==> src/include/adp_settings.svh <==
`ifndef ADP_SETTINGS_SVH
`define ADP_SETTINGS_SVH

// Datapath widths
`define ADP_IR_WIDTH        4
`define ADP_ADDR_WIDTH      16
`define ADP_DATA_WIDTH      32
`define ADP_SRAM_ADDR_WIDTH 8

// Fixed identification code for DEVICE_ID_READ
`define ADP_IDCODE 32'h1A5D_0F01

// TAP instruction codes
// Codes not listed here fall back to bypass
`define ADP_IR_DEVICE_ID_READ 4'h1
`define ADP_IR_ADDR_WRITE     4'h2
`define ADP_IR_DEBUG_WRITE    4'h3
`define ADP_IR_DEBUG_READ     4'h4
`define ADP_IR_BYPASS_MODE    4'hF

// Debug address map
`define ADP_SRAM_BASE 16'h2000
`define ADP_REG_BASE  16'h4000
`define ADP_PC_ADDR   16'h8000
`define ADP_IR_ADDR   16'h8001

`endif

==> src/hdl/adp_pkg.sv <==
`include "adp_settings.svh"

package adp_pkg;

  // One debug or bus address
  typedef logic [`ADP_ADDR_WIDTH-1:0] adp_addr_t;
  // One data word
  typedef logic [`ADP_DATA_WIDTH-1:0] adp_data_t;
  // TAP instruction
  typedef logic [`ADP_IR_WIDTH-1:0]   adp_instr_t;
  // AXI response code
  typedef logic [1:0]                 adp_resp_t;

  // IEEE 1149.1 controller states
  typedef enum logic [3:0] {
    TEST_LOGIC_RESET,
    RUN_TEST_IDLE,
    SELECT_DR_SCAN,
    CAPTURE_DR,
    SHIFT_DR,
    EXIT1_DR,
    PAUSE_DR,
    EXIT2_DR,
    UPDATE_DR,
    SELECT_IR_SCAN,
    CAPTURE_IR,
    SHIFT_IR,
    EXIT1_IR,
    PAUSE_IR,
    EXIT2_IR,
    UPDATE_IR
  } tap_state_t;

endpackage

==> src/hdl/adp_tap.sv <==
`timescale 1ns/1ps
`include "adp_settings.svh"

module adp_tap (
  input  logic               tck,
  input  logic               rst_n,
  input  logic               tms,
  input  logic               tdi,
  output logic               tdo,
  output logic               dbg_req,
  output logic               dbg_we,
  output adp_pkg::adp_addr_t dbg_addr,
  output adp_pkg::adp_data_t dbg_wdata,
  input  logic               dbg_done,
  input  adp_pkg::adp_data_t dbg_rdata
);
  import adp_pkg::*;

  tap_state_t state;
  tap_state_t state_nxt;
  adp_instr_t ir;
  adp_instr_t ir_sr;
  adp_data_t  idcode_sr;
  adp_data_t  data_sr;
  adp_addr_t  addr_sr;
  logic       bypass_sr;
  logic       sel_addr;
  logic       sel_data;
  logic       dr_lsb;

  ////////////////////////////////////////////////////////////
  // TAP controller
  ////////////////////////////////////////////////////////////

  always_ff @(posedge tck) begin
    if (!rst_n) begin
      state <= TEST_LOGIC_RESET;
    end else begin
      state <= state_nxt;
    end
  end

  // Five TMS ones from anywhere land in Test-Logic-Reset
  always_comb begin
    case (state)
      TEST_LOGIC_RESET: state_nxt = tms ? TEST_LOGIC_RESET : RUN_TEST_IDLE;
      RUN_TEST_IDLE:    state_nxt = tms ? SELECT_DR_SCAN   : RUN_TEST_IDLE;
      SELECT_DR_SCAN:   state_nxt = tms ? SELECT_IR_SCAN   : CAPTURE_DR;
      CAPTURE_DR:       state_nxt = tms ? EXIT1_DR         : SHIFT_DR;
      SHIFT_DR:         state_nxt = tms ? EXIT1_DR         : SHIFT_DR;
      EXIT1_DR:         state_nxt = tms ? UPDATE_DR        : PAUSE_DR;
      PAUSE_DR:         state_nxt = tms ? EXIT2_DR         : PAUSE_DR;
      EXIT2_DR:         state_nxt = tms ? UPDATE_DR        : SHIFT_DR;
      UPDATE_DR:        state_nxt = tms ? SELECT_DR_SCAN   : RUN_TEST_IDLE;
      SELECT_IR_SCAN:   state_nxt = tms ? TEST_LOGIC_RESET : CAPTURE_IR;
      CAPTURE_IR:       state_nxt = tms ? EXIT1_IR         : SHIFT_IR;
      SHIFT_IR:         state_nxt = tms ? EXIT1_IR         : SHIFT_IR;
      EXIT1_IR:         state_nxt = tms ? UPDATE_IR        : PAUSE_IR;
      PAUSE_IR:         state_nxt = tms ? EXIT2_IR         : PAUSE_IR;
      EXIT2_IR:         state_nxt = tms ? UPDATE_IR        : SHIFT_IR;
      UPDATE_IR:        state_nxt = tms ? SELECT_DR_SCAN   : RUN_TEST_IDLE;
      default:          state_nxt = TEST_LOGIC_RESET;
    endcase
  end

  ////////////////////////////////////////////////////////////
  // Instruction register
  ////////////////////////////////////////////////////////////

  // IDCODE is the power-up and TAP-reset instruction
  always_ff @(posedge tck) begin
    if (!rst_n || state == TEST_LOGIC_RESET) begin
      ir <= `ADP_IR_DEVICE_ID_READ;
    end else if (state == UPDATE_IR) begin
      ir <= ir_sr;
    end
  end

  // Capture loads the mandatory 01 pattern in the low bits
  always_ff @(posedge tck) begin
    if (state == CAPTURE_IR) begin
      ir_sr <= adp_instr_t'(1);
    end else if (state == SHIFT_IR) begin
      ir_sr <= {tdi, ir_sr[`ADP_IR_WIDTH-1:1]};
    end
  end

  ////////////////////////////////////////////////////////////
  // Data registers
  ////////////////////////////////////////////////////////////

  assign sel_addr = (ir == `ADP_IR_ADDR_WRITE);
  assign sel_data = (ir == `ADP_IR_DEBUG_WRITE) || (ir == `ADP_IR_DEBUG_READ);

  // IDCODE and bypass reload on every capture
  always_ff @(posedge tck) begin
    if (state == CAPTURE_DR) begin
      idcode_sr <= `ADP_IDCODE;
      bypass_sr <= 1'b0;
    end else if (state == SHIFT_DR) begin
      idcode_sr <= {tdi, idcode_sr[`ADP_DATA_WIDTH-1:1]};
      bypass_sr <= tdi;
    end
  end

  // Address shifts only under ADDR_WRITE, so it holds between accesses
  always_ff @(posedge tck) begin
    if (state == SHIFT_DR && sel_addr) begin
      addr_sr <= {tdi, addr_sr[`ADP_ADDR_WIDTH-1:1]};
    end
  end

  // Read data from the bus lands here for a later shift
  always_ff @(posedge tck) begin
    if (dbg_done && ir == `ADP_IR_DEBUG_READ) begin
      data_sr <= dbg_rdata;
    end else if (state == SHIFT_DR && sel_data) begin
      data_sr <= {tdi, data_sr[`ADP_DATA_WIDTH-1:1]};
    end
  end

  always_comb begin
    case (ir)
      `ADP_IR_DEVICE_ID_READ: dr_lsb = idcode_sr[0];
      `ADP_IR_ADDR_WRITE:     dr_lsb = addr_sr[0];
      `ADP_IR_DEBUG_WRITE,
      `ADP_IR_DEBUG_READ:     dr_lsb = data_sr[0];
      `ADP_IR_BYPASS_MODE:    dr_lsb = bypass_sr;
      default:                dr_lsb = bypass_sr;
    endcase
  end

  // TDO launches on the falling edge
  always_ff @(negedge tck) begin
    if (!rst_n) begin
      tdo <= 1'b0;
    end else if (state == SHIFT_IR) begin
      tdo <= ir_sr[0];
    end else if (state == SHIFT_DR) begin
      tdo <= dr_lsb;
    end else begin
      tdo <= 1'b0;
    end
  end

  // Write fires on Update-DR, read fires as DEBUG_READ is applied
  assign dbg_req   = (state == UPDATE_DR && ir == `ADP_IR_DEBUG_WRITE) ||
                     (state == UPDATE_IR && ir_sr == `ADP_IR_DEBUG_READ);
  assign dbg_we    = (state == UPDATE_DR);
  assign dbg_addr  = addr_sr;
  assign dbg_wdata = data_sr;

endmodule

==> config.mk <==
export PLATFORM = sky130hd
export DESIGN_NAME = adp_tap
export DESIGN_NICKNAME = d
export VERILOG_FILES = /design/src/hdl/adp_pkg.sv /design/src/hdl/adp_tap.sv
export VERILOG_INCLUDE_DIRS = /design/src /design/src/include
export SDC_FILE = /design/constraint.sdc
export NUM_CORES = 1
export LEC_CHECK = 0
export ABC_AREA = 1
export ABC_CLOCK_PERIOD_IN_PS = 2200
export BUFFER_PORTS_ARGS = -buffer_cell sky130_fd_sc_hd__buf_2
export CAP_MARGIN = 20
export CORE_ASPECT_RATIO = 0.75
export CORE_MARGIN = 2
export CORE_UTILIZATION = 48
export DETAILED_ROUTE_END_ITERATION = 16
export PLACE_DENSITY = 0.73
export SYNTH_ARGS = -nofsm -noshare
export SYNTH_HDL_FRONTEND = slang
export SYNTH_SLANG_ARGS = --single-unit
==> constraint.sdc <==
create_clock -name tck -period 2.2 [get_ports tck]
set_input_delay 0.22 -clock tck [delete_from_list [all_inputs] [get_ports tck]]
set_output_delay 0.22 -clock tck [all_outputs]
set_load 0.01 [all_outputs]
======== After elaboration in Yosys (flattened, before gate mapping) ========
Index checks and enable logic that the tools add are counted.
word-level totals
  word-level logic and storage cells ...... 61
  output and inout bits ................... 51
  bits in registers ....................... 94
cells by class
  multiplexer cells ....................... 18
  equal/unequal tests ..................... 20
  reduce and logical (&&, ||, !) cells .... 15
operators by type and width
  operator              count
  $mux W32              2
  $pmux W4 S12          1
  $eq A4 B4 Y1 const B  8
  $eq A4 B3 Y1 const B  6
  $eq A4 B2 Y1 const B  4
  $mux W4               4
  $eq A4 B1 Y1 const B  2
  $mux W2               3
  $mux W3               2
  $reduce_or A2 Y1      3
  $logic_and A1 B1 Y1   5
  $mux W1               5
  $logic_not A4 Y1      1
  $logic_or A1 B1 Y1    3
  $pmux W1 S3           1
  $reduce_or A3 Y1      1
  $reduce_bool A2 Y1    1
  $logic_not A1 Y1      1

======== Logic depth before layout (Yosys ltp) ========
  depth after elaboration ................. 5
  mapped depth ............................ 8
  gate-level depth less buffers ........... 8

==> run summary <==
Placement Cell Area -> 4390 um^2
Root Buffer -> clkbuf_8
R2R Setup Slk -> -0.01 ns
Hold Crit Endpoint -> dbg_addr[15]$_DFFE_PP_
Total GRT Usage -> 18.3%
Leakage -> 2.14 nW
Top cell type's share of synthesized area -> 37.8%
RSZ-0062 raised after global routing -> true
R2r startpoint -> ir[2]$_SDFFE_PP0P_
M2 GR Usage -> 28.3%
Hpwl dp -> 5490 um
Fillcell total -> 620
Worst slack, placed -> -0.00276 ns
GRT met1 Usage -> 24.7%
Hold crit path type -> input port to flop
Cell family with most CP delay -> simple AND/OR/NAND/NOR gates
Remaining global-route overflow -> 0
Slew headroom -> 78.1%
Fin. Hold Viols -> 0
VDD IR-drop max -> 0.371 mV
Syn_nets -> 384
Final number of setup-violating endpoints -> 1
Starting DRC count in detailed routing -> 171
Pin count of the biggest net entering global routing -> 37
Setup TNS -> -0.0123 ns
Failing checks -> negative setup slack
Worst path cell trace -> nor2_4, buf_6, nand3_1, nand2_1, inv_1, nand2_1, nand2_1, a21oi_2
GR Util met3 -> 6.42%
R2R Path End -> tdo$_SDFF_NN0_
Num CTS Buffers -> 9
Leading post-synthesis cells by cell area -> edfxtp_1 (38%), dfxtp_1 (24%), mux2_4 (11%)
Synthesis-to-finish area growth -> 22.8%
Width of the die -> 107 um
Die height -> 81.2 um
Final Cell Area -> 4680 um^2
Setup ws final -> -0.0123 ns
Post-Synthesis Cells -> 347
Least-Margin Pin Slew -> 0.325 ns
Clock-pin slew on the worst setup and hold paths -> 0.08 ns
Final hold slack -> 0.0582 ns
Non-filler cells, final -> 558
Post-synth top area cell -> edfxtp_1
Number of port buffers -> 87
Clock tree sinks -> 93
Antenna diodes -> 0
Data required time of the worst path -> 1.42 ns
Residual DRC -> 0
First-pass GRT wire length -> 12100 um
CTS tree -> done
Share of the core filled with cells -> 59.9%
Initial antenna violation count -> 0
Skew-Pair Late Insertion Delay -> 0.38 ns
Endpoint class of the critical path -> flop
Pre-Repair DR Iteration Count -> 4
Worst Hold Depth -> 1
Row count -> 28
Core Area -> 7810 um^2
Die ar. -> 8680 um^2
Antenna viol nets, final -> 0
Layout cell share with drive strength beyond 1 -> 38.2%
Max FO, Critical Path -> 4
Post-Place Cells -> 539
Global placement routability congestion -> 0.839
Max cap viols -> 0
Post-synthesis sequential area ratio -> 61.4%
Cell depth of the worst flop-to-flop path -> 8
Hold Crit Start -> tdi
H-tree depth -> 3
Synth Register Bits -> 93
Warnings, synthesis -> 0
Vias in the first global route -> 2479
Routed wire per std cell -> 14.2 um
Critical path startpoint category -> flop
Routed WL -> 7950 um
CP dominant cell by count -> nand2_1
Gr busiest metal -> met2
Syn Area/Cell -> 11.0 um^2
Max-slew violation count -> 0
Combined flip-flop and latch cell area -> 2350 um^2
Crit path DAT -> 1.43 ns
Detail-routed via count per cell -> 4.95
# nets final -> 485
Crit path launch -> ir[2]$_SDFFE_PP0P_
Power Density -> 829 nW/um^2
Status -> complete, but fails checks
Critical path's slowest cell -> dfxtp_4
Starting Density -> 48.8%
Total number of vias -> 2761
Synth Cell Area -> 3810 um^2
Setup Skew -> 0.0367 ns
Multi-input combinational cell area -> 1300 um^2
I/O pin cnt -> 88
Max incr delay on CP -> 0.37 ns
Power Total -> 3.88 mW
Crit Path Class -> flop to flop
CTS Buffer Depth -> 2
Yosys cell types -> 26
Buf/Inv on CP -> 2
routing by layer:
layer | part of all wire, % | up-vias | routed length [um]
met4 | 0.81 | 0 | 64
met1 | 47 | 1279 | 3730
met3 | 7.4 | 6 | 588
met2 | 45 | 96 | 3560
met5 | 0 | - | 0
li1 | - | 1380 | -
power breakdown:
group          leakage, nW  total (mW)  internal, mW  switching, mW
Clock                0.113        1.24         0.653          0.591
Sequential           0.808        2.26          2.11          0.151
Combinational         1.22       0.379         0.172          0.207
Total                 2.14        3.88          2.93          0.949
what timing repair did:
action / in CTS / in global routing
setup endpoints to repair: 1 / 1
gates resized for setup: 1 / 18
pin swaps: 0 / 7
buffers inserted: 0 / 3
hold buffers: 0 / 0
synthesized netlist by cell type:
master and n:
o21ai_1 1, nor3_1 1, edfxtp_1 48, o21ai_0 26, nor2_2 3, nand3_4 1, a22oi_1 1, o22ai_1 4
buf_6 6, mux2_4 27, buf_4 1, dfxtp_1 45, buf_1 1, buf_2 5, nand3_1 23, nand4_1 1
nand2_1 59, a21oi_2 1, inv_1 22, clkbuf_1 1, mux2_2 4, inv_2 3, a21oi_1 10, nor2_1 51
o32ai_1 1, o211ai_1 1
how the worst max path moves through the flow:
stage | to | slack (ns) | cells past startpoint
after floorplan | tdo$_SDFF_NN0_ | 0.03 | 8
after global placement | tdo$_SDFF_NN0_ | 0.07 | 8
after detailed placement | tdo$_SDFF_NN0_ | -0.003 | 8
after CTS | tdo$_SDFF_NN0_ | 0.02 | 8
after global routing | tdo$_SDFF_NN0_ | -0.07 | 8
final | tdo$_SDFF_NN0_ | -0.01 | 8
layout by cell type (no fill, tap or decap), drive strengths merged:
cell type,Yosys,routed
bufinv,0,2
clkinvlp,0,1
clkinv,0,1
a21oi,11,11
o211ai,1,1
a22oi,1,1
buf,13,104
dfxtp,45,45
inv,25,27
mux2,31,31
nor2,54,54
nand2,59,59
clkbuf,1,10
edfxtp,48,48
nand3,24,24
o22ai,4,4
o21ai,27,27
nand4,1,1
o32ai,1,1
nor3,1,1
kinds of logic after synthesis:
| logic type | after synthesis | share of synthesized area (%) |
|---|---|---|
| simple gates | 139 | 15.1 |
| compound gates | 45 | 6.37 |
| buf+inv | 39 | 5.28 |
| mux | 31 | 11.8 |
| flops | 93 | 61.4 |
flip-flops by register name, indices dropped and copies added (netlist names):
signal,cells
idcode_sr,32
dbg_addr,16
dbg_wdata,32
state,4
ir_sr,4
ir,4
tdo,1
area by class of cell:
type / instances / share of cell area, %
clock buffer: 10 / 2.73
clock inverter: 7 / 2.08
inverter: 24 / 1.92
multi-input combinational: 215 / 27.8
sequential: 93 / 50.3
tap: 105 / 2.81
timing repair buffer: 104 / 12.4
No activity file was read; power rests on OpenSTA's default activity.
