<file path="config.mk">
export PLATFORM = sky130hd
export DESIGN_NAME = adp_debug_master
export DESIGN_NICKNAME = d
export VERILOG_FILES = /design/src/hdl/adp_pkg.sv /design/src/hdl/adp_debug_master.sv
export VERILOG_INCLUDE_DIRS = /design/src /design/src/include
export SDC_FILE = /design/constraint.sdc
export NUM_CORES = 1
export LEC_CHECK = 0
export BUFFER_PORTS_ARGS = -buffer_cell sky130_fd_sc_hd__buf_2
export CELL_PAD_IN_SITES_DETAIL_PLACEMENT = 1
export CELL_PAD_IN_SITES_GLOBAL_PLACEMENT = 1
export CORE_UTILIZATION = 28
export DETAILED_ROUTE_END_ITERATION = 8
export HOLD_SLACK_MARGIN = 0.12
export PLACE_DENSITY_LB_ADDON = 0.1
export SLEW_MARGIN = 25
export SYNTH_ARGS = -nofsm -noshare
export SYNTH_HDL_FRONTEND = slang
export SYNTH_SLANG_ARGS = --single-unit
</file>
<file path="constraint.sdc">
create_clock -name tck -period 11 [get_ports tck]
set_input_delay 1.65 -clock tck [delete_from_list [all_inputs] [get_ports tck]]
set_output_delay 1.65 -clock tck [all_outputs]
set_load 0.05 [all_outputs]
</file>
<file path="src/include/adp_settings.svh">
`ifndef ADP_SETTINGS_SVH
`define ADP_SETTINGS_SVH

// Datapath widths
`define ADP_IR_WIDTH        4
`define ADP_ADDR_WIDTH      16
`define ADP_DATA_WIDTH      32
`define ADP_SRAM_ADDR_WIDTH 8

// Fixed identification code for DEVICE_ID_READ
`define ADP_IDCODE 32'h1A5D_0F01

// TAP instruction codes
// Codes not listed here fall back to bypass
`define ADP_IR_DEVICE_ID_READ 4'h1
`define ADP_IR_ADDR_WRITE     4'h2
`define ADP_IR_DEBUG_WRITE    4'h3
`define ADP_IR_DEBUG_READ     4'h4
`define ADP_IR_BYPASS_MODE    4'hF

// Debug address map
`define ADP_SRAM_BASE 16'h2000
`define ADP_REG_BASE  16'h4000
`define ADP_PC_ADDR   16'h8000
`define ADP_IR_ADDR   16'h8001

`endif

</file>
<file path="src/hdl/adp_pkg.sv">
`include "adp_settings.svh"

package adp_pkg;

  // One debug or bus address
  typedef logic [`ADP_ADDR_WIDTH-1:0] adp_addr_t;
  // One data word
  typedef logic [`ADP_DATA_WIDTH-1:0] adp_data_t;
  // TAP instruction
  typedef logic [`ADP_IR_WIDTH-1:0]   adp_instr_t;
  // AXI response code
  typedef logic [1:0]                 adp_resp_t;

  // IEEE 1149.1 controller states
  typedef enum logic [3:0] {
    TEST_LOGIC_RESET,
    RUN_TEST_IDLE,
    SELECT_DR_SCAN,
    CAPTURE_DR,
    SHIFT_DR,
    EXIT1_DR,
    PAUSE_DR,
    EXIT2_DR,
    UPDATE_DR,
    SELECT_IR_SCAN,
    CAPTURE_IR,
    SHIFT_IR,
    EXIT1_IR,
    PAUSE_IR,
    EXIT2_IR,
    UPDATE_IR
  } tap_state_t;

endpackage

</file>
<file path="src/hdl/adp_debug_master.sv">
`timescale 1ns/1ps

module adp_debug_master (
  input  logic               tck,
  input  logic               rst_n,
  input  logic               dbg_req,
  input  logic               dbg_we,
  input  adp_pkg::adp_addr_t dbg_addr,
  input  adp_pkg::adp_data_t dbg_wdata,
  output logic               dbg_done,
  output adp_pkg::adp_data_t dbg_rdata,
  output logic               dbg_busy,
  // AXI4-Lite master
  output adp_pkg::adp_addr_t dm_awaddr,
  output logic               dm_awvalid,
  input  logic               dm_awready,
  output adp_pkg::adp_data_t dm_wdata,
  output logic               dm_wvalid,
  input  logic               dm_wready,
  input  adp_pkg::adp_resp_t dm_bresp,
  input  logic               dm_bvalid,
  output logic               dm_bready,
  output adp_pkg::adp_addr_t dm_araddr,
  output logic               dm_arvalid,
  input  logic               dm_arready,
  input  adp_pkg::adp_data_t dm_rdata,
  input  adp_pkg::adp_resp_t dm_rresp,
  input  logic               dm_rvalid,
  output logic               dm_rready
);
  import adp_pkg::*;

  typedef enum logic [2:0] {
    DM_IDLE,
    DM_WRITE,
    DM_WRESP,
    DM_READ,
    DM_RDATA
  } dm_state_t;

  dm_state_t state;

  // Request payload, captured once per access
  always_ff @(posedge tck) begin
    if (state == DM_IDLE && dbg_req) begin
      dm_awaddr <= dbg_addr;
      dm_wdata  <= dbg_wdata;
    end
  end

  assign dm_araddr = dm_awaddr;

  always_ff @(posedge tck) begin
    if (!rst_n) begin
      state      <= DM_IDLE;
      dm_awvalid <= 1'b0;
      dm_wvalid  <= 1'b0;
      dm_arvalid <= 1'b0;
    end else begin
      case (state)
        DM_IDLE: begin
          if (dbg_req && dbg_we) begin
            state      <= DM_WRITE;
            dm_awvalid <= 1'b1;
            dm_wvalid  <= 1'b1;
          end else if (dbg_req) begin
            state      <= DM_READ;
            dm_arvalid <= 1'b1;
          end
        end
        // AW and W may complete apart
        DM_WRITE: begin
          if (dm_awready) begin
            dm_awvalid <= 1'b0;
          end
          if (dm_wready) begin
            dm_wvalid <= 1'b0;
          end
          if ((!dm_awvalid || dm_awready) && (!dm_wvalid || dm_wready)) begin
            state <= DM_WRESP;
          end
        end
        DM_WRESP: begin
          if (dm_bvalid) begin
            state <= DM_IDLE;
          end
        end
        DM_READ: begin
          if (dm_arready) begin
            dm_arvalid <= 1'b0;
            state      <= DM_RDATA;
          end
        end
        DM_RDATA: begin
          if (dm_rvalid) begin
            state <= DM_IDLE;
          end
        end
        default: state <= DM_IDLE;
      endcase
    end
  end

  assign dm_bready = (state == DM_WRESP);
  assign dm_rready = (state == DM_RDATA);

  // Done in the response handshake cycle
  assign dbg_done = (dm_bready && dm_bvalid) || (dm_rready && dm_rvalid);
  assign dbg_busy = dbg_req || (state != DM_IDLE);

  // Failed reads give zero, a write completion carries its B response
  assign dbg_rdata = (state != DM_RDATA) ? adp_data_t'(dm_bresp) :
                     (dm_rresp == 2'b00) ? dm_rdata : '0;

endmodule

</file>
Yosys cells after proc, flatten, opt, wreduce, memory -nomap -nowiden. Cells that the tools add are included.

Register bits: 54. Word-level logic and storage cells: 59. Bits of input ports: 93.

Equal/unequal tests: 15. Reduce and logical (&&, ||, !) cells: 20. Mux-type cells: 18.

Operators with widths (count): 2-to-1 mux 32 bit (2); 2-to-1 mux 3 bit (6); != test 2 bit (second input constant) (8); one-hot mux 3 bit (5 select lines) (1); == test 3 x 2 -> 1 bit (second input constant) (2); 2-to-1 mux 1 bit (6); one-hot mux 1 bit (2 select lines) (3); AND reduction 3 bit (2); logical AND 1 bit (5); AND reduction 5 bit (1); logical OR 1 bit (4); AND reduction 4 bit (1); nonzero test 2 bit (2); == test 3 x 1 -> 1 bit (second input constant) (1); == test 3 bit (second input constant) (1); zero test 3 bit (1); != test 3 x 2 -> 1 bit (second input constant) (1); != test 3 bit (second input constant) (1); nonzero test 3 bit (1); zero test 1 bit (2); zero test 2 bit (1); != test 2 x 1 -> 1 bit (second input constant) (1).

Depth between registers and ports, before layout.
Word-level depth: 5. Depth in mapped cells: 5. Gate-level depth less buffers: 3.

Least setup slack after synthesis. Ideal clock, no wire load.

Kind: input to register. Start point: input dbg_req. End point: register dm_awvalid. Setup slack: 5956 ps. Library setup time: 90 ps. Path buffers: 0. Data arrival time: 4954 ps. Cell stages on the path: 3. Cell sequence: nor4b_2 > a21oi_1 > a211oi_1.

Word-level cells in the longest chain between the ends: 3.

RTL lines: from (decl) (line adp_debug_master.sv:6) `input logic dbg_req,`; logical AND 1 bit (line adp_debug_master.sv:62) `if (dbg_req && dbg_we) begin`; != test 2 x 1 -> 1 bit (no source line); AND reduction 3 bit (no source line); to (signal assigned) (line adp_debug_master.sv:56) `dm_awvalid <= 1'b0;`; to (signal assigned) (line adp_debug_master.sv:64) `dm_awvalid <= 1'b1;`; to (signal assigned) (line adp_debug_master.sv:74) `dm_awvalid <= 1'b0;`; to (decl) (line adp_debug_master.sv:15) `output logic dm_awvalid,`.

No other way between the ends. A chain may end at the register's enable or synchronous reset.

Final worst setup path.
Start point: input dm_rresp[1]. End point: output dbg_rdata[27].

Word-level cells in the longest chain between the ends: 3.

RTL lines: from (decl) (line adp_debug_master.sv:27) `input adp_pkg::adp_resp_t dm_rresp,`; zero test 2 bit (line adp_debug_master.sv:113) `(dm_rresp == 2'b00) ? dm_rdata : '0;`; 2-to-1 mux 32 bit (line adp_debug_master.sv:113); 2-to-1 mux 32 bit (line adp_debug_master.sv:112) `assign dbg_rdata = (state != DM_RDATA) ? adp_data_t'(dm_bresp) :`; to (decl) (line adp_debug_master.sv:11) `output adp_pkg::adp_data_t dbg_rdata,`.

No other way between the ends.

==> results.rst <==
.. list-table::
   :header-rows: 1

   * - Metric
     - Value
   * - Worst path max stage delay
     - 0.63 ns
   * - DR iter-0 viols
     - 42
   * - Crit-path most repeated cell
     - sky130_fd_sc_hd__buf_2
   * - Worst path depth
     - 4
   * - # Post-CTS Setup Buffers
     - 0
   * - CP Buf/Inv Count
     - 2
   * - Final nets
     - 423
   * - HPWL after detailed placement
     - 4900 microns
   * - # resized after CTS
     - 0
   * - Kind of path behind the tightest hold check
     - flop to flop
   * - Int Pwr
     - 0.385 mW
   * - Length of routed wiring on met1
     - 2210 microns
   * - Data arrival time of the critical path
     - 2.89 ns
   * - First-pass GRT wire length
     - 9090 microns
   * - Post-synthesis cell type count
     - 31
   * - Type of origin of the critical path
     - primary input
   * - Remaining DRCs
     - 0
   * - Largest clock skew in the final design
     - ~0.0036 ns
   * - Vias after detailed routing
     - between 1.5k and 2k
   * - Setup repair after global routing missed its margin
     - false
   * - Number of buffers inserted during clock tree synthesis
     - 5
   * - Port bufs
     - 195
   * - Setup slack on the worst flop-to-flop path
     - 9.21 ns
   * - Gp weighted congestion
     - 0.699
   * - Max Cap Viol
     - 0
   * - Starting density of the core
     - 0.294
   * - Kind of cell adding the most delay to the critical path
     - simple AND/OR/NAND/NOR gates
   * - H-tree depth reported by CTS
     - 2
   * - Slew headroom
     - 0.510
   * - Kind of capture point of the worst setup path
     - output port
   * - Fmax achieved
     - 220 MHz
   * - Maximum number of pins on one net before global-route repair
     - 49
   * - Aggregate negative setup slack
     - 0 ns
   * - Tot GR Track Use
     - 0.143
   * - Setup violators final
     - 0
   * - I/O pin count
     - a little under 200
   * - Antenna violations before repair
     - 0
   * - Area of the die
     - about 0.0081 sq mm
   * - Switching power of the nets
     - 0.269 mW
   * - Clock latency at the later pin of the worst-skew pair
     - 0.30 ns
   * - Fraction of final layout cells sized beyond drive strength 1
     - 0.628
   * - Horiz. Die Dim
     - 90 microns
   * - Root Driver
     - sky130_fd_sc_hd__clkbuf_8
   * - Total count of hold-check failures in the final report
     - 0
   * - Detailed route wirelength on metal2
     - 3310 microns
   * - Sequential share of power
     - 0.428
   * - Number of pins exceeding their max-slew limit in the final report
     - 0
   * - Data required, critical path
     - 9.35 ns
   * - Mapped Cells
     - 148
   * - End-of-flow core utilization
     - 0.443
   * - Outcome
     - completed
   * - Per-cell via count in the routed design
     - 4.14
   * - Number of clock sinks
     - 54
   * - Portion of the clock cycle consumed by the worst path in the final layout
     - 0.412
   * - Hold Path Depth
     - 2
   * - Power density of the placed cells
     - around 200 mW/mm^2
   * - Wirelength, routed
     - 5870 microns
   * - Maximum VDD drop
     - 107 uV
   * - Standard-cell rows
     - 31
   * - Synth Register Bits
     - 54
   * - Register area share after synthesis
     - 0.720
   * - WL/cell
     - 13.6 microns
   * - Average cell area after synthesis
     - 14.7 sq um
   * - Ant diodes
     - 0
   * - Combinational cell fraction of total power
     - 0.367
   * - Number of detailed-routing iterations run before antenna repair
     - 3
   * - Worst R2R Path Depth
     - 2
   * - Slew at the pin closest to its max-slew limit
     - 0.733 ns
   * - Minimum clock period
     - between 4 and 5 ns
   * - Count of warnings emitted by yosys
     - 0
   * - Critical path, cell by cell
     - buf_2 > nor3_4 > and2_1 > buf_2
   * - Path type of the worst setup path
     - primary input to output port
   * - Bufs on Longest Clock Path
     - 2
   * - Static leakage
     - 1.59 nW
   * - Post-synth net total
     - 241
   * - Total met3 wirelength after detailed routing
     - 318 microns
   * - CTS hold repair buffers
     - 0
   * - Max FO, Critical Path
     - 30
   * - Switching part of the total
     - 0.412
   * - Top sig layer
     - met4
   * - Fin Hold WS
     - 0.526 ns
   * - Gr ovfl total
     - 0
   * - Master of the slowest instance on the critical path
     - sky130_fd_sc_hd__nor3_4
   * - Clock transition at the register clock pins on the worst setup and hold paths after CTS
     - 0.10 ns
   * - Number of routed nets with antenna violations
     - 0
   * - Standard cell core area
     - 0.00737 sq mm
   * - Summed instance area of the synthesized netlist
     - 0.00217 sq mm
   * - Clock tree from TritonCTS
     - yes
   * - Via count of the first global-routing pass
     - 1749
   * - Power share of the clock group
     - 0.205
   * - Layout-stage area growth over the synthesis result
     - 50.5%
   * - Chip height
     - 90 microns
## path summary, 6_finish.rpt
check / startpoint / to
setup / recovery: dm_rresp[1] / dbg_rdata[27]
hold reg to reg: dm_arvalid$_SDFFE_PN0P_ / dm_arvalid$_SDFFE_PN0P_
setup reg to reg: state[0]$_SDFFE_PN0P_ / dm_araddr[9]$_DFFE_PP_
hold / removal: dm_arvalid$_SDFFE_PN0P_ / dm_arvalid$_SDFFE_PN0P_
## cells in the mapped netlist (all sizes together)
master   n  area [sq um]
nor2b    2          12.5
or3b     2          17.5
o21ai    2          10.0
nor2     4          15.0
nand2b   2          12.5
or2      1          6.26
a31oi    1          6.26
edfxtp  48          1440
nor3     1          10.0
dfxtp    6           120
a22o     2          17.5
or4      1          7.51
o41ai    1          8.76
inv      3          11.3
clkbuf   4          18.8
nand4    1          6.26
buf     17           125
a21oi    4          20.0
nand2    5          18.8
nor4b    1          15.0
nand3    1          5.00
a32o     1          10.0
a211oi   2          15.0
a21boi   1          7.51
mux2i    2          20.0
a22oi    1          7.51
nor3b    2          15.0
and2    30           188
## kinds of logic (layout without fill, tap and decap cells)
logic type | Yosys count | count (layout) | synth area share
compound gates | 15 | 15 | 0.0473
buf+inv | 24 | 207 | 0.0715
flops | 54 | 54 | 0.720
mux | 2 | 2 | 0.00923
simple gates | 53 | 53 | 0.152
## cells in the final DEF (no fill, tap or decap), types with 2 or more instances in the layout
cell,instances
sky130_fd_sc_hd__buf_2,195
sky130_fd_sc_hd__edfxtp_1,48
sky130_fd_sc_hd__and2_1,30
sky130_fd_sc_hd__dfxtp_1,6
sky130_fd_sc_hd__nand2_1,5
sky130_fd_sc_hd__clkbuf_8,5
sky130_fd_sc_hd__nor2_1,4
sky130_fd_sc_hd__a21oi_1,4
sky130_fd_sc_hd__inv_1,3
sky130_fd_sc_hd__o21ai_0,2
sky130_fd_sc_hd__nor2b_1,2
sky130_fd_sc_hd__a22o_1,2
sky130_fd_sc_hd__nor3b_1,2
sky130_fd_sc_hd__a211oi_1,2
sky130_fd_sc_hd__nand2b_1,2
sky130_fd_sc_hd__mux2i_1,2
## worst reg2reg max path: cells and delay by family, from the launching register on
| kind | cells | cell delay [ns] |
|---|---|---|
| DFF | 1 | 0.45 |
| buffers and inverters | 1 | 0.56 |
| and+or+nand+nor | 1 | 0.40 |
## layout make-up
class,count,area [sq um]
clock buffers,5,68.8
clock inverters,3,48.8
fillers,864,4110
inverters,3,11.3
multi-input cells,70,467
flip-flops and latches,54,1560
well taps,99,124
repair buffers,196,983
## layer usage
metal,GRT usage,up-vias
met1,0.159,832
met3,0.0372,4
met4,0.0269,0
met5,0,-
met2,0.273,73
li1,-,872
## registers in the layout, indices dropped and copies added, names as in the netlist
signal	count
dm_araddr	16
dm_arvalid	1
dm_awvalid	1
dm_wdata	32
dm_wvalid	1
state	3
## through the flow
| step | cell area (sq um) | cells | power (mW) | setup WS (ns) |
|---|---|---|---|---|
| 5_1_grt | 3260 | 430 | 0.683 | 6.30 |
| 3_5_place_dp | 3150 | 422 | 0.527 | 6.43 |
| 6_report | 3260 | 430 | 0.654 | 6.46 |
| 4_1_cts | 3260 | 430 | 0.664 | 6.43 |
| 2_1_floorplan | 2170 | 148 | 0.475 | 5.96 |
| 3_3_place_gp | 3140 | 422 | 0.525 | 6.16 |
## power by group through the flow
stage / Clock (mW) / Combinational [mW] / Sequential [mW]
final: 0.134 / 0.240 / 0.280
after global placement: 0 / 0.241 / 0.284
after floorplan: 0 / 0.0901 / 0.385
after global routing: 0.149 / 0.250 / 0.284
after detailed placement: 0 / 0.242 / 0.285
after CTS: 0.141 / 0.242 / 0.281
(Power assumes the default switching activity.)
