--- config.mk ---
export PLATFORM = sky130hd
export DESIGN_NAME = adp_axil_arbiter
export DESIGN_NICKNAME = d
export VERILOG_FILES = /design/src/hdl/adp_pkg.sv /design/src/hdl/adp_axil_arbiter.sv
export VERILOG_INCLUDE_DIRS = /design/src /design/src/include
export SDC_FILE = /design/constraint.sdc
export NUM_CORES = 1
export LEC_CHECK = 0
export ABC_AREA = 1
export BUFFER_PORTS_ARGS = -buffer_cell sky130_fd_sc_hd__clkbuf_2
export CELL_PAD_IN_SITES_DETAIL_PLACEMENT = 0
export CELL_PAD_IN_SITES_GLOBAL_PLACEMENT = 2
export CORE_ASPECT_RATIO = 0.7
export CORE_UTILIZATION = 10
export DETAILED_ROUTE_END_ITERATION = 6
export PLACE_DENSITY = 0.95
export SETUP_SLACK_MARGIN = 0.4
export SYNTH_ARGS = -nofsm -noshare
export SYNTH_HDL_FRONTEND = slang
export SYNTH_SLANG_ARGS = --single-unit
--- constraint.sdc ---
create_clock -name tck -period 1.3 [get_ports tck]
set_input_delay 0.13 -clock tck [delete_from_list [all_inputs] [get_ports tck]]
set_output_delay 0.13 -clock tck [all_outputs]
set_load 0.01 [all_outputs]
--- src/include/adp_settings.svh ---
`ifndef ADP_SETTINGS_SVH
`define ADP_SETTINGS_SVH

// Datapath widths
`define ADP_IR_WIDTH        4
`define ADP_ADDR_WIDTH      16
`define ADP_DATA_WIDTH      32
`define ADP_SRAM_ADDR_WIDTH 8

// Fixed identification code for DEVICE_ID_READ
`define ADP_IDCODE 32'h1A5D_0F01

// TAP instruction codes
// Codes not listed here fall back to bypass
`define ADP_IR_DEVICE_ID_READ 4'h1
`define ADP_IR_ADDR_WRITE     4'h2
`define ADP_IR_DEBUG_WRITE    4'h3
`define ADP_IR_DEBUG_READ     4'h4
`define ADP_IR_BYPASS_MODE    4'hF

// Debug address map
`define ADP_SRAM_BASE 16'h2000
`define ADP_REG_BASE  16'h4000
`define ADP_PC_ADDR   16'h8000
`define ADP_IR_ADDR   16'h8001

`endif

--- src/hdl/adp_pkg.sv ---
`include "adp_settings.svh"

package adp_pkg;

  // One debug or bus address
  typedef logic [`ADP_ADDR_WIDTH-1:0] adp_addr_t;
  // One data word
  typedef logic [`ADP_DATA_WIDTH-1:0] adp_data_t;
  // TAP instruction
  typedef logic [`ADP_IR_WIDTH-1:0]   adp_instr_t;
  // AXI response code
  typedef logic [1:0]                 adp_resp_t;

  // IEEE 1149.1 controller states
  typedef enum logic [3:0] {
    TEST_LOGIC_RESET,
    RUN_TEST_IDLE,
    SELECT_DR_SCAN,
    CAPTURE_DR,
    SHIFT_DR,
    EXIT1_DR,
    PAUSE_DR,
    EXIT2_DR,
    UPDATE_DR,
    SELECT_IR_SCAN,
    CAPTURE_IR,
    SHIFT_IR,
    EXIT1_IR,
    PAUSE_IR,
    EXIT2_IR,
    UPDATE_IR
  } tap_state_t;

endpackage

--- src/hdl/adp_axil_arbiter.sv ---
`timescale 1ns/1ps

module adp_axil_arbiter (
  input  logic               tck,
  input  logic               rst_n,
  // Debug master side
  input  adp_pkg::adp_addr_t dm_awaddr,
  input  logic               dm_awvalid,
  output logic               dm_awready,
  input  adp_pkg::adp_data_t dm_wdata,
  input  logic               dm_wvalid,
  output logic               dm_wready,
  output adp_pkg::adp_resp_t dm_bresp,
  output logic               dm_bvalid,
  input  logic               dm_bready,
  input  adp_pkg::adp_addr_t dm_araddr,
  input  logic               dm_arvalid,
  output logic               dm_arready,
  output adp_pkg::adp_data_t dm_rdata,
  output adp_pkg::adp_resp_t dm_rresp,
  output logic               dm_rvalid,
  input  logic               dm_rready,
  // Processor side
  input  adp_pkg::adp_addr_t cpu_awaddr,
  input  logic               cpu_awvalid,
  output logic               cpu_awready,
  input  adp_pkg::adp_data_t cpu_wdata,
  input  logic               cpu_wvalid,
  output logic               cpu_wready,
  output adp_pkg::adp_resp_t cpu_bresp,
  output logic               cpu_bvalid,
  input  logic               cpu_bready,
  input  adp_pkg::adp_addr_t cpu_araddr,
  input  logic               cpu_arvalid,
  output logic               cpu_arready,
  output adp_pkg::adp_data_t cpu_rdata,
  output adp_pkg::adp_resp_t cpu_rresp,
  output logic               cpu_rvalid,
  input  logic               cpu_rready,
  // Shared bus toward the target
  output adp_pkg::adp_addr_t m_awaddr,
  output logic               m_awvalid,
  input  logic               m_awready,
  output adp_pkg::adp_data_t m_wdata,
  output logic               m_wvalid,
  input  logic               m_wready,
  input  adp_pkg::adp_resp_t m_bresp,
  input  logic               m_bvalid,
  output logic               m_bready,
  output adp_pkg::adp_addr_t m_araddr,
  output logic               m_arvalid,
  input  logic               m_arready,
  input  adp_pkg::adp_data_t m_rdata,
  input  adp_pkg::adp_resp_t m_rresp,
  input  logic               m_rvalid,
  output logic               m_rready
);
  import adp_pkg::*;

  localparam logic OWN_DM  = 1'b0;
  localparam logic OWN_CPU = 1'b1;

  logic busy;
  logic owner;
  logic rr_next;
  logic sel;
  logic dm_req;
  logic cpu_req;
  logic release_bus;

  assign dm_req      = dm_awvalid || dm_arvalid;
  assign cpu_req     = cpu_awvalid || cpu_arvalid;
  assign release_bus = (m_bvalid && m_bready) || (m_rvalid && m_rready);

  ////////////////////////////////////////////////////////////
  // Grant
  ////////////////////////////////////////////////////////////

  // When idle the grant is combinational so no cycle is lost
  // A tie goes to rr_next
  always_comb begin
    if (busy) begin
      sel = owner;
    end else if (dm_req && cpu_req) begin
      sel = rr_next;
    end else if (cpu_req) begin
      sel = OWN_CPU;
    end else begin
      sel = OWN_DM;
    end
  end

  // Ownership ends with the B or R handshake
  always_ff @(posedge tck) begin
    if (!rst_n) begin
      busy    <= 1'b0;
      owner   <= OWN_DM;
      rr_next <= OWN_DM;
    end else if (busy) begin
      if (release_bus) begin
        busy    <= 1'b0;
        rr_next <= !owner;
      end
    end else if (dm_req || cpu_req) begin
      busy  <= 1'b1;
      owner <= sel;
    end
  end

  ////////////////////////////////////////////////////////////
  // Routing
  ////////////////////////////////////////////////////////////

  // Request channels come from the selected master
  assign m_awaddr  = (sel == OWN_CPU) ? cpu_awaddr  : dm_awaddr;
  assign m_awvalid = (sel == OWN_CPU) ? cpu_awvalid : dm_awvalid;
  assign m_wdata   = (sel == OWN_CPU) ? cpu_wdata   : dm_wdata;
  assign m_wvalid  = (sel == OWN_CPU) ? cpu_wvalid  : dm_wvalid;
  assign m_bready  = (sel == OWN_CPU) ? cpu_bready  : dm_bready;
  assign m_araddr  = (sel == OWN_CPU) ? cpu_araddr  : dm_araddr;
  assign m_arvalid = (sel == OWN_CPU) ? cpu_arvalid : dm_arvalid;
  assign m_rready  = (sel == OWN_CPU) ? cpu_rready  : dm_rready;

  // Handshake signals reach only the selected master
  assign dm_awready  = m_awready && (sel == OWN_DM);
  assign dm_wready   = m_wready  && (sel == OWN_DM);
  assign dm_bvalid   = m_bvalid  && (sel == OWN_DM);
  assign dm_arready  = m_arready && (sel == OWN_DM);
  assign dm_rvalid   = m_rvalid  && (sel == OWN_DM);
  assign cpu_awready = m_awready && (sel == OWN_CPU);
  assign cpu_wready  = m_wready  && (sel == OWN_CPU);
  assign cpu_bvalid  = m_bvalid  && (sel == OWN_CPU);
  assign cpu_arready = m_arready && (sel == OWN_CPU);
  assign cpu_rvalid  = m_rvalid  && (sel == OWN_CPU);

  // Response payload fans out, qualified by valid
  assign dm_bresp  = m_bresp;
  assign dm_rdata  = m_rdata;
  assign dm_rresp  = m_rresp;
  assign cpu_bresp = m_bresp;
  assign cpu_rdata = m_rdata;
  assign cpu_rresp = m_rresp;

endmodule

== Word-level counts from Yosys, hierarchy flattened ==
Index checks and enable logic that the tools add are counted.
Operators by class
  reduce and logical (&&, ||, !) cells: 20
  bitwise gates (word level): 2
  multiplexer cells: 14
Operators by type and width (count)
  $mux 16: 2
  $mux 32: 1
  $logic_and 1x1->1: 13
  $mux 1: 11
  $logic_or 1x1->1: 4
  $reduce_and 2->1: 2
  $not 1->1: 2
  $logic_not 1->1: 1
Storage, ports and cells
  bits in registers: 3

== Longest topological paths before layout ==
Gate-level depths: netlist of the first run.
  word-level depth: 9
  gate-level depth with buffers: 10

== Worst setup path after synthesis of the first run ==
OpenSTA, ideal clock, no wires.
  path type: flip-flop to output port
  start: register busy
  end: output port cpu_arready
  arrival: 1.081 ns
  slack: 0.089 ns
  buffers on the path: 2
  stages on the path, launching flop included: 8
  cells stage by stage: dfxtp_1 nor2_1 nand2_2 nand2_2 buf_6 inv_6 buf_6 nor2_1
On the way
  cells in the longest elaborated chain, start to end: 2
Ends and longest elaborated chain
  from (decl): line adp_axil_arbiter.sv:63  | logic busy;
  from (signal assigned): line adp_axil_arbiter.sv:96  | busy <= 1'b0;
  from (signal assigned): line adp_axil_arbiter.sv:101  | busy <= 1'b0;
  from (signal assigned): line adp_axil_arbiter.sv:105  | busy <= 1'b1;
  $mux 1: line adp_axil_arbiter.sv:82  | if (busy) begin
  $logic_and 1x1->1: line adp_axil_arbiter.sv:133  | assign cpu_arready = m_arready && (sel == OWN_CPU);
  to (decl): line adp_axil_arbiter.sv:35  | output logic cpu_arready,
Every way passes these cells.

== Worst setup path in the final report of the first run ==
  start: register rr_next
  end: output port m_wdata[13]
On the way
  cells in the longest elaborated chain, start to end: 3
Ends and longest elaborated chain
  from (decl): line adp_axil_arbiter.sv:65  | logic rr_next;
  from (signal assigned): line adp_axil_arbiter.sv:102  | rr_next <= !owner;
  $mux 1: line adp_axil_arbiter.sv:84  | end else if (dm_req && cpu_req) begin
  $mux 1: line adp_axil_arbiter.sv:82
  $mux 32: line adp_axil_arbiter.sv:117  | assign m_wdata = (sel == OWN_CPU) ? cpu_wdata : dm_wdata;
  to (decl): line adp_axil_arbiter.sv:44  | output adp_pkg::adp_data_t m_wdata,
Every way passes these cells.

==> metrics.md, run 1 <==
| Metric | Value |
|---|---|
| DR iter-0 viols | `between 100 and 150` |
| WHS Path Cells | `3` |
| Core Box Area | `16400 µm²` |
| Hold Crit Class | `in2reg` |
| Endpoints failing hold | `0` |
| Die Ht | `111 µm` |
| Synth top area share | `between 40% and 50%` |
| Seq/Total Area, Yosys | `3.55%` |
| CP max stage delay | `320 ps` |
| Initial antenna violation count | `0` |
| Post-DRT Antenna Nets | `0` |
| First-pass GRT wire length | `11.1 mm` |
| Hold Path End | `rr_next` |
| R2r worst-path depth | `11` |
| Post-Synth Simple-Gate Area | `52.1%` |
| IO Count | `~330` |
| CP arrival | `1410 ps` |
| Port Buffers | `223` |
| Gr ovfl total | `0` |
| ANT cells | `0` |
| Total Wirelength | `8.85 mm` |
| Row count | `39` |
| Multiplexer share of the synthesized area | `0%` |
| Initial DRT Pass Iterations | `4` |
| RR Endpoint | `rr_next` |
| Fmax achieved | `651 MHz` |
| Layout area overhead | `104%` |
| Routability cong. | `0.736` |
| Max_cap viols | `0` |
| Most frequent cells in the layout | `clkbuf_2, nand2_1, nand2_2` |
| CP max-delay cell | `dfxtp_2` |
| Max clock buf depth | `2` |
| Count of cell types in the netlist | `15` |
| Largest family of logic cells by synthesized area | `simple AND/OR/NAND/NOR gates` |
| Clock root cell | `clkbuf_16` |
| Synthesized flop and latch total | `3` |
| Leading area contributor after synthesis | `nand2_1` |
| RSZ-0062 raised after global routing | `yes` |
| Clk sink count | `3` |
| Mapped cell area | `between 1500 and 2000 µm²` |
| Die Wd | `157 µm` |
| Layout Skew | `between 0.7 and 0.8 ps` |
| Final setup viols | `80` |
| H-tree depth | `1` |
| HPWL after detailed placement | `6.27 mm` |
| Remaining routing DRC violations | `0` |
| RR Startpoint | `rr_next` |
| CP Capture Type | `output pin` |
| Avg Inst Size Synth | `5.00 µm²` |
| GRT Total Usage | `8.11%` |
| Most frequent cell on the critical path | `nand2_2` |
| Hold Crit Start | `rst_n` |
| Worst skew pair latency | `220 ps` |
| Largest net degree at the start of global routing | `26` |
| R2R setup slack | `-40 ps` |
| Hold WS | `155 ps` |
| Vias in the first global route | `2164` |
| Peak VDD IR | `around 0.0003 V` |
| Sw Pwr | `approximately 1.2 mW` |
| CTS Buf Count | `3` |
| Die area | `17400 µm²` |
| Slew HR | `between 80% and 90%` |
| Via density | `3.46` |
| PwrDens | `785 nW/µm²` |
| Placed Area | `2850 µm²` |
| Compound-Gate Fraction of Synth Area | `2.07%` |
| Cts hold-fix bufs | `0` |
| Initial Util | `between 10% and 20%` |
| Minimum clock period | `1540 ps` |
| Post-synthesis adder-cell area fraction | `0%` |
| Syn nets | `519` |
| Sequential power share | `4.2%` |
| Worst-path cell chain | `inv_2, o21ai_2, nand2_4, nand2_8, buf_12, clkbuf_16, nand2_2, nand2_2, clkbuf_2` |
| Int Power | `roughly 1.5 mW` |
| Post-place setup slack | `-51.2 ps` |
| Final worst path period share | `118%` |
| Slew Viols, Final | `0` |
| Routed vias | `approximately 2500` |
| Layout cells sized above 1 | `74.9%` |
| Final WS setup | `-237 ps` |
| Crit path kind | `reg2out` |
| Final instance area | `3450 µm²` |
| Post-synthesis xor/xnor area fraction | `0%` |
| Crit path required time | `1170 ps` |
| Clock share of power | `18.2%` |
| Startpoint types | `register` |
| Synth top area cells | `nand2_1, buf_4, buf_6` |
| Worst-path maximum fanout | `6` |
| Worst-path clk slew | `30 ps` |
| Violated checks | `negative setup slack` |
| Nets@finish | `roughly 690` |
| Logic pwr share | `77.7%` |
| Pin slew with the least headroom to its limit | `181 ps` |
| WL/cell | `12.1 µm` |
| Post-Place Cells | `716` |
| Cell Count, Final, Fillers Out | `731` |
| Synth Warn # | `0` |
| Leak Pwr | `2.04 nW` |
| Most common cell after layout, fill and taps aside | `clkbuf_2` |
| Switching part of the total | `43.5%` |
| CTS tree | `done` |
| Cells after Synth | `338` |
| Status | `finished, violations left` |
[per-stage QoR]
stage               util, %  power [mW]  setup TNS [ps]
global placement       17.3        1.76           -2450
finish                 21.0        2.71          -14920
floorplan                 -        1.28               0
detailed placement     17.3        1.75           -2130
CTS                    18.3        2.34          -18700
global route           21.0        2.94          -20910
[how the worst max path moves through the flow]
stage	from	end	slack, ps	cells past startpoint
detailed placement	rr_next	m_wdata[26]	-50	8
CTS	rr_next	m_wdata[8]	-280	9
finish	rr_next	m_wdata[13]	-240	9
global placement	rr_next	m_wdata[16]	-60	8
floorplan	rr_next	m_araddr[12]	150	9
global route	rr_next	m_araddr[7]	-330	9
[worst max-delay path, delay by kind of cell, from the launching register on]
| family | cells | cell delay (ps) |
|---|---|---|
| AO/OA/AOI/OAI | 1 | 70 |
| buffers and inverters | 4 | 440 |
| AND/OR/NAND/NOR | 4 | 350 |
| flip-flops | 1 | 320 |
[synthesized netlist by cell type]
master	count
o21ai_1	1
nor2_2	1
a21oi_1	4
nand3_1	5
buf_4	73
inv_1	10
o21ai_0	2
nand2_2	2
dfxtp_1	3
and2_1	2
nor2_1	13
inv_6	1
buf_6	8
buf_2	6
nand2_1	207
[cell families (layout without fill, tap and decap cells)]
kind of cell    count (synthesis)  after routing
simple gates                  230            231
compound gates                  7              7
flops                           3              3
buf+inv                        98            265
[sequential cells by signal (all words and copies together), names as in the netlist]
register / cells
owner: 1
busy: 1
rr_next: 1
[area by class of cell]
cell class / count / area, µm²
repair inverters: 1 / 6.26
inverters: 11 / 53.8
fillers: 1907 / 13000
well taps: 225 / 282
flip-flops and latches: 3 / 62.6
repair buffers: 249 / 1650
clock buffers: 4 / 78.8
multi-input cells: 238 / 1330
[per-layer routing]
layer	GRT usage [%]	routed length, µm	up-vias
li1	-	-	1271
met1	10.4	3810	1066
met2	12.3	3910	185
met3	3.60	1070	5
met4	1.81	57	0
met5	0	0	-
[what timing repair did]
item | in CTS | in global routing
gates cloned | 2 | 7
pin swaps | 0 | 3
buffers inserted | 0 | 2
resized for setup | 10 | 95
setup endpoints to repair | 82 | 82
[power groups by stage]
stage               sequential, mW  combinational (mW)  clock, mW
global route                 0.114                2.30      0.519
detailed placement           0.111                1.64          0
finish                       0.113                2.11      0.493
CTS                          0.110                1.74      0.495
global placement             0.111                1.64          0
floorplan                    0.113                1.17          0
(Power assumes the default switching activity.)
==> run 2, diff against run 1 <==
==> constraint.sdc (replaced) <==
create_clock -name tck -period 1.4 [get_ports tck]
set_input_delay 0.14 -clock tck [delete_from_list [all_inputs] [get_ports tck]]
set_output_delay 0.14 -clock tck [all_outputs]
set_load 0.01 [all_outputs]
==> run 2 against run 1 <==
The flow still finishes with violations (negative setup slack). Final area grew 2.5%. Largest cell class unchanged. Clock power shrank 6.7%. Global-route usage grew 0.38 points. Combinational power shrank 3%. Setup slack gained 34 ps. Total power shrank 3.9%. Via count shrank 0.83%.
==> metrics.md, run 2 (synthesis gave the netlist of run 1 again) <==
| Metric | Value |
|---|---|
| Met2 wire length | `4.15 mm (+6.2%)` |
| GRT Total Usage | `8.49% (+0.38 points)` |
| IO Count | `332 (unchanged)` |
| Slew Viols, Final | `0 (unchanged)` |
| Status | `finished, violations left` |
| Crit path kind | `reg2out` |
| Post-DRT Antenna Nets | `0 (unchanged)` |
| CP arrival | `1460 ps (+50 ps)` |
| Fmax achieved | `624 MHz` |
| Peak VDD IR | `0.000282 V (-6.0%)` |
| Remaining routing DRC violations | `0 (unchanged)` |
| Routability cong. | `0.701 (-4.7%)` |
| Routed vias | `2506 (-0.83%)` |
| Leak Pwr | `2.07 nW (+1.6%)` |
| Most common cell after layout, fill and taps aside | `clkbuf_2` |
| Clock root cell | `clkbuf_16` |
| Worst-path clk slew | `30 ps (about the same)` |
| HPWL after detailed placement | `6.38 mm (+1.7%)` |
| Worst skew pair latency | `230 ps (about the same)` |
| Slew HR | `85.9% (-2.0 points)` |
| RSZ-0062 raised after global routing | `yes` |
| Layout Skew | `3.89 ps (+3.15 ps)` |
| Layout area overhead | `109%` |
| H-tree depth | `1 (unchanged)` |
| DR iter-0 viols | `60 (-57%)` |
| Core Box Area | `16400 µm² (unchanged)` |
| CP Capture Type | `output pin` |
| Port Buffers | `223 (unchanged)` |
| Hold WS | `152 ps (-3.05 ps)` |
| Nets@finish | `685 (-0.44%)` |
| Initial antenna violation count | `0 (unchanged)` |
| Most frequent cells in the layout | `clkbuf_2, nand2_2, nand2_1` |
| Max clock buf depth | `2 (unchanged)` |
| PwrDens | `736 nW/µm² (-6.3%)` |
| CTS tree | `done` |
| Worst-path maximum fanout | `7 (+1)` |
| CP top delay family | `simple AND/OR/NAND/NOR gates` |
| Most frequent cell on the critical path | `nand2_2` |
| Crit path required time | `1260 ps (+90 ps)` |
| Largest regs | `busy: 1 flops, owner: 1 flops, rr_next: 1 flops` |
| Max_cap viols | `0 (unchanged)` |
| Violated checks | `negative setup slack` |
| Met3 routed WL | `1.07 mm (-0.47%)` |
| Highest routed metal layer | `met5` |
| Via density | `3.44 (-0.42%)` |
| Gr ovfl total | `0 (unchanged)` |
| Setup TNS | `-11080 ps (+3840 ps)` |
| Vias in the first global route | `2311 (+6.8%)` |
| Utilization after layout | `21.5% (+0.53 points)` |
| Final setup viols | `80 (unchanged)` |
| Clk sink count | `3 (unchanged)` |
| CP max-delay cell | `dfxtp_2` |
| Power after layout | `2.61 mW (-3.9%)` |
| Final WS setup | `-203 ps (+34.3 ps)` |
| Hold Crit Class | `in2reg` |
| Layout cells sized above 1 | `76.3% (+1.4 points)` |
| Largest net degree at the start of global routing | `31 (+19%)` |
| WHS Path Cells | `3 (unchanged)` |
| WL/cell | `12.2 µm (+0.54%)` |
| Minimum clock period | `1600 ps` |
| Worst-path cell chain | `nor2_2, nand2_2, nand2_8, buf_12, buf_16, nand2_1, nand2_2, clkbuf_8` |
| ANT cells | `0 (unchanged)` |
| Endpoints failing hold | `0 (unchanged)` |
| Placed Area | `2790 µm² (-2.0%)` |
| CP max stage delay | `330 ps (about the same)` |
| Row count | `39 (unchanged)` |
| Die Wd | `157 µm (unchanged)` |
| Total Wirelength | `8.86 mm (+0.12%)` |
| Startpoint types | `register` |
| CTS Buf Count | `3 (unchanged)` |
| Initial Util | `10.3% (unchanged)` |
| R2r worst-path depth | `12 (+1)` |
| WL met1 | `3.54 mm (-7.1%)` |
| Die Ht | `111 µm (unchanged)` |
| Filler cells | `1850 (-3.0%)` |
| Crit path buffers/inverters | `3 (-1)` |
| First-pass GRT wire length | `11.5 mm (+3.8%)` |
| Final worst path period share | `114%` |
| Final instance area | `3540 µm² (+2.5%)` |
| Die area | `17400 µm² (unchanged)` |
| CP Depth | `8 (-1)` |
| Initial DRT Pass Iterations | `4 (unchanged)` |
| Pin slew with the least headroom to its limit | `210 ps (+28.5 ps)` |
[run 2: timing repair]
| item | in CTS | in global routing |
|---|---|---|
| gates cloned | 2 | 8 |
| buffers inserted | 4 | 1 |
| hold buffers | 0 | 0 |
| pin swaps | 1 | 16 |
| endpoints found under the setup margin | 82 | 82 |
| resized for setup | 18 | 105 |
[run 2: cell type report]
cell class | instances | area [µm²] | share of cell area [%]
inverters | 11 | 53.8 | 1.52
multi-input cells | 237 | 1320 | 37.3
clock buffers | 4 | 78.8 | 2.23
repair buffers | 247 | 1730 | 49.0
well taps | 225 | 282 | 7.95
flip-flops and latches | 3 | 62.6 | 1.77
repair inverters | 1 | 8.76 | 0.247
[run 2: power by group]
part | leakage, nW | switching, mW | total, mW | internal [mW]
sequential | 0.0254 | 0.00925 | 0.106 | 0.0968
clock | 0.0382 | 0.0838 | 0.460 | 0.376
combinational | 2.01 | 1.02 | 2.04 | 1.02
total | 2.07 | 1.11 | 2.61 | 1.50
[run 2: worst paths after layout]
check	slack, ps	to	start
worst max register to register	-30	rr_next	rr_next
worst min register to register	470	rr_next	rr_next
worst min-delay path	150	rr_next	rst_n
worst max-delay path	-200	m_wdata[14]	busy
[run 2: worst register-to-register path: cells and delay by family (launching register included)]
family	cells	cell delay (ps)
AO/OA/AOI/OAI	1	50
flip-flops	1	310
buffers and inverters	3	310
AND/OR/NAND/NOR	8	660
[run 2: per-stage QoR]
stage,worst slack (ps),std cells
2_1_floorplan,241,338
3_3_place_gp,18.6,709
6_report,-203,728
5_1_grt,-268,728
4_1_cts,-215,719
3_5_place_dp,-13.1,709
[run 2: layer usage]
layer	track usage, %	vias up
met3	4.57	9
met4	1.62	2
met1	9.32	1056
met5	2.08	-
li1	-	1265
met2	14.2	174
==> run 3, diff against run 2 <==
==> constraint.sdc (replaced) <==
create_clock -name tck -period 1.51 [get_ports tck]
set_input_delay 0.151 -clock tck [delete_from_list [all_inputs] [get_ports tck]]
set_output_delay 0.151 -clock tck [all_outputs]
set_load 0.01 [all_outputs]
==> run 3 against run 2 <==
Sequential power fell by 5%. Die area did not move. Non-clock buffer count fell by 1. The run still ends with negative setup slack left. Combinational power fell by 13%. Worst hold slack improved by 5.6 ps. Highest routed layer is now met4. Global-route usage fell by 0.95 points. Final cell count did not move.
==> metrics.md, run 3 (synthesis gave the netlist of run 1 again) <==
| Metric | Value |
|---|---|
| Status | `finished, violations left` |
| Violated checks | `negative setup slack` |
| Initial antenna violation count | `0 (unchanged)` |
| Minimum clock period | `1610 ps` |
| Clk sink count | `3 (unchanged)` |
| Endpoints failing hold | `0 (unchanged)` |
| Layout area overhead | `101%` |
| Fmax achieved | `621 MHz` |
| GRT Total Usage | `7.55% (-0.95 points)` |
| Most common cell after layout, fill and taps aside | `clkbuf_2` |
| Remaining routing DRC violations | `0 (unchanged)` |
| Routed vias | `2523 (+0.68%)` |
| RR Startpoint | `busy` |
| Startpoint types | `register` |
| PwrDens | `673 nW/µm² (-8.6%)` |
| Slew Viols, Final | `0 (unchanged)` |
| Die Ht | `111 µm (unchanged)` |
| R2R setup slack | `110 ps (+140 ps)` |
| Largest regs | `busy: 1 flops, owner: 1 flops, rr_next: 1 flops` |
| Final WS setup | `-101 ps (+102 ps)` |
| Total Wirelength | `8.70 mm (-1.7%)` |
| Via density | `3.47 (+0.68%)` |
| RSZ-0062 raised after global routing | `yes` |
| WL/cell | `12.0 µm (-1.7%)` |
| Die area | `17400 µm² (unchanged)` |
| Layout Skew | `0.882 ps (-3.00 ps)` |
| CP Capture Type | `output pin` |
| Initial DRT Pass Iterations | `4 (unchanged)` |
| Peak VDD IR | `0.000312 V (+11%)` |
| First-pass GRT wire length | `10.3 mm (-10%)` |
| Slew HR | `85.6% (-0.27 points)` |
| Crit path kind | `reg2out` |
| Setup TNS | `-4180 ps (+6900 ps)` |
| CTS Buf Count | `3 (unchanged)` |
| ANT cells | `0 (unchanged)` |
| Clock root cell | `clkbuf_16` |
| Most frequent cells in the layout | `clkbuf_2, nand2_1, nand2_2` |
| Crit path required time | `1360 ps (+100 ps)` |
| Gr ovfl total | `0 (unchanged)` |
| Hold Crit Start | `rst_n` |
| Hold Crit Class | `in2reg` |
| Nets@finish | `685 (unchanged)` |
| Hold Path End | `rr_next` |
| Routability cong. | `0.734 (+4.7%)` |
| Worst-path clk slew | `30 ps (about the same)` |
| Leak Pwr | `2.01 nW (-2.7%)` |
| Largest net degree at the start of global routing | `34 (+9.7%)` |
| Post-DRT Antenna Nets | `0 (unchanged)` |
| Final setup viols | `77 (-3.8%)` |
| RR Endpoint | `rr_next` |
| Max clock buf depth | `2 (unchanged)` |
| Max_cap viols | `0 (unchanged)` |
| Layout cells sized above 1 | `73.0% (-3.4 points)` |
| Post-place setup slack | `40.1 ps (+53.2 ps)` |
| Worst-path maximum fanout | `8 (+1)` |
| Row count | `39 (unchanged)` |
| Die Wd | `157 µm (unchanged)` |
| CTS tree | `done` |
| Final worst path period share | `107%` |
| Core Box Area | `16400 µm² (unchanged)` |
| Pin slew with the least headroom to its limit | `216 ps (+6.24 ps)` |
| H-tree depth | `1 (unchanged)` |
| Cts hold-fix bufs | `0 (unchanged)` |
| IO Count | `332 (unchanged)` |
| CP arrival | `1460 ps (about the same)` |
| Port Buffers | `223 (unchanged)` |
| WHS Path Cells | `3 (unchanged)` |
| Initial Util | `10.3% (unchanged)` |
| DR iter-0 viols | `81 (+35%)` |
| Worst skew pair latency | `220 ps (about the same)` |
| Vias in the first global route | `2096 (-9.3%)` |
| HPWL after detailed placement | `5.84 mm (-8.4%)` |
| R2r worst-path depth | `10 (-2)` |
-- run 3: cell types whose count changed in the layout (fill, tap and decap cells not counted), sizes merged --
cell,before,now
buf,51,38
clkbuf,200,212
clkinv,0,2
inv,12,10
nand2,209,210
-- run 3: cell type report --
type                            instances  area [µm²]
Clock buffer                            4        78.8
Multi-Input combinational cell        238        1280
Timing Repair Buffer                  246        1610
Fill cell                            1886       13000
Inverter                               11        67.6
Timing Repair inverter                  1        16.3
Tap cell                              225         282
Sequential cell                         3        63.8
-- run 3: how the worst max path moves through the flow --
stage                           start            to  slack (ps)
final                            busy    m_wdata[2]        -100
after global routing             busy   m_araddr[2]        -170
after CTS                     rr_next  m_araddr[12]         -90
after detailed placement  cpu_arvalid     dm_wready          40
after global placement        rr_next   m_wdata[26]          30
after floorplan               rr_next  m_araddr[12]         340
-- run 3: stage by stage --
step	power [mW]	cells	instance area (µm²)	hold slack, ps	util [%]
3_5_place_dp	1.45	707	2770	302	16.8
6_report	2.29	728	3400	157	20.7
2_1_floorplan	1.09	338	1940	264	-
5_1_grt	2.47	728	3400	179	20.7
4_1_cts	2.00	716	2990	150	18.2
3_3_place_gp	1.46	707	2770	302	16.8
-- run 3: routing by layer --
metal,wire length [µm],track usage [%],up-vias
met5,0,1.49,-
met4,68,1.36,0
met2,3980,12.4,180
met3,975,3.52,15
li1,-,-,1264
met1,3680,8.82,1064
-- run 3: what timing repair did --
item	in CTS	in global routing
endpoints found under the setup margin	82	82
resized for setup	12	69
setup buffers	3	2
gates cloned	2	10
pin swaps	3	3
-- run 3: critical path, cell delays in order (launching register included) --
cell	delay (ps)
dfxtp_2	380
nand2_4	120
nand2_8	190
buf_12	140
clkbuf_16	170
nand2_2	50
nand2_2	60
clkbuf_2	120
-- run 3: power by group --
part           leakage (nW)  internal (mW)  switching (mW)
clock network        0.0382          0.348          0.0655
registers            0.0257         0.0905          0.0103
logic                  1.95          0.860           0.915
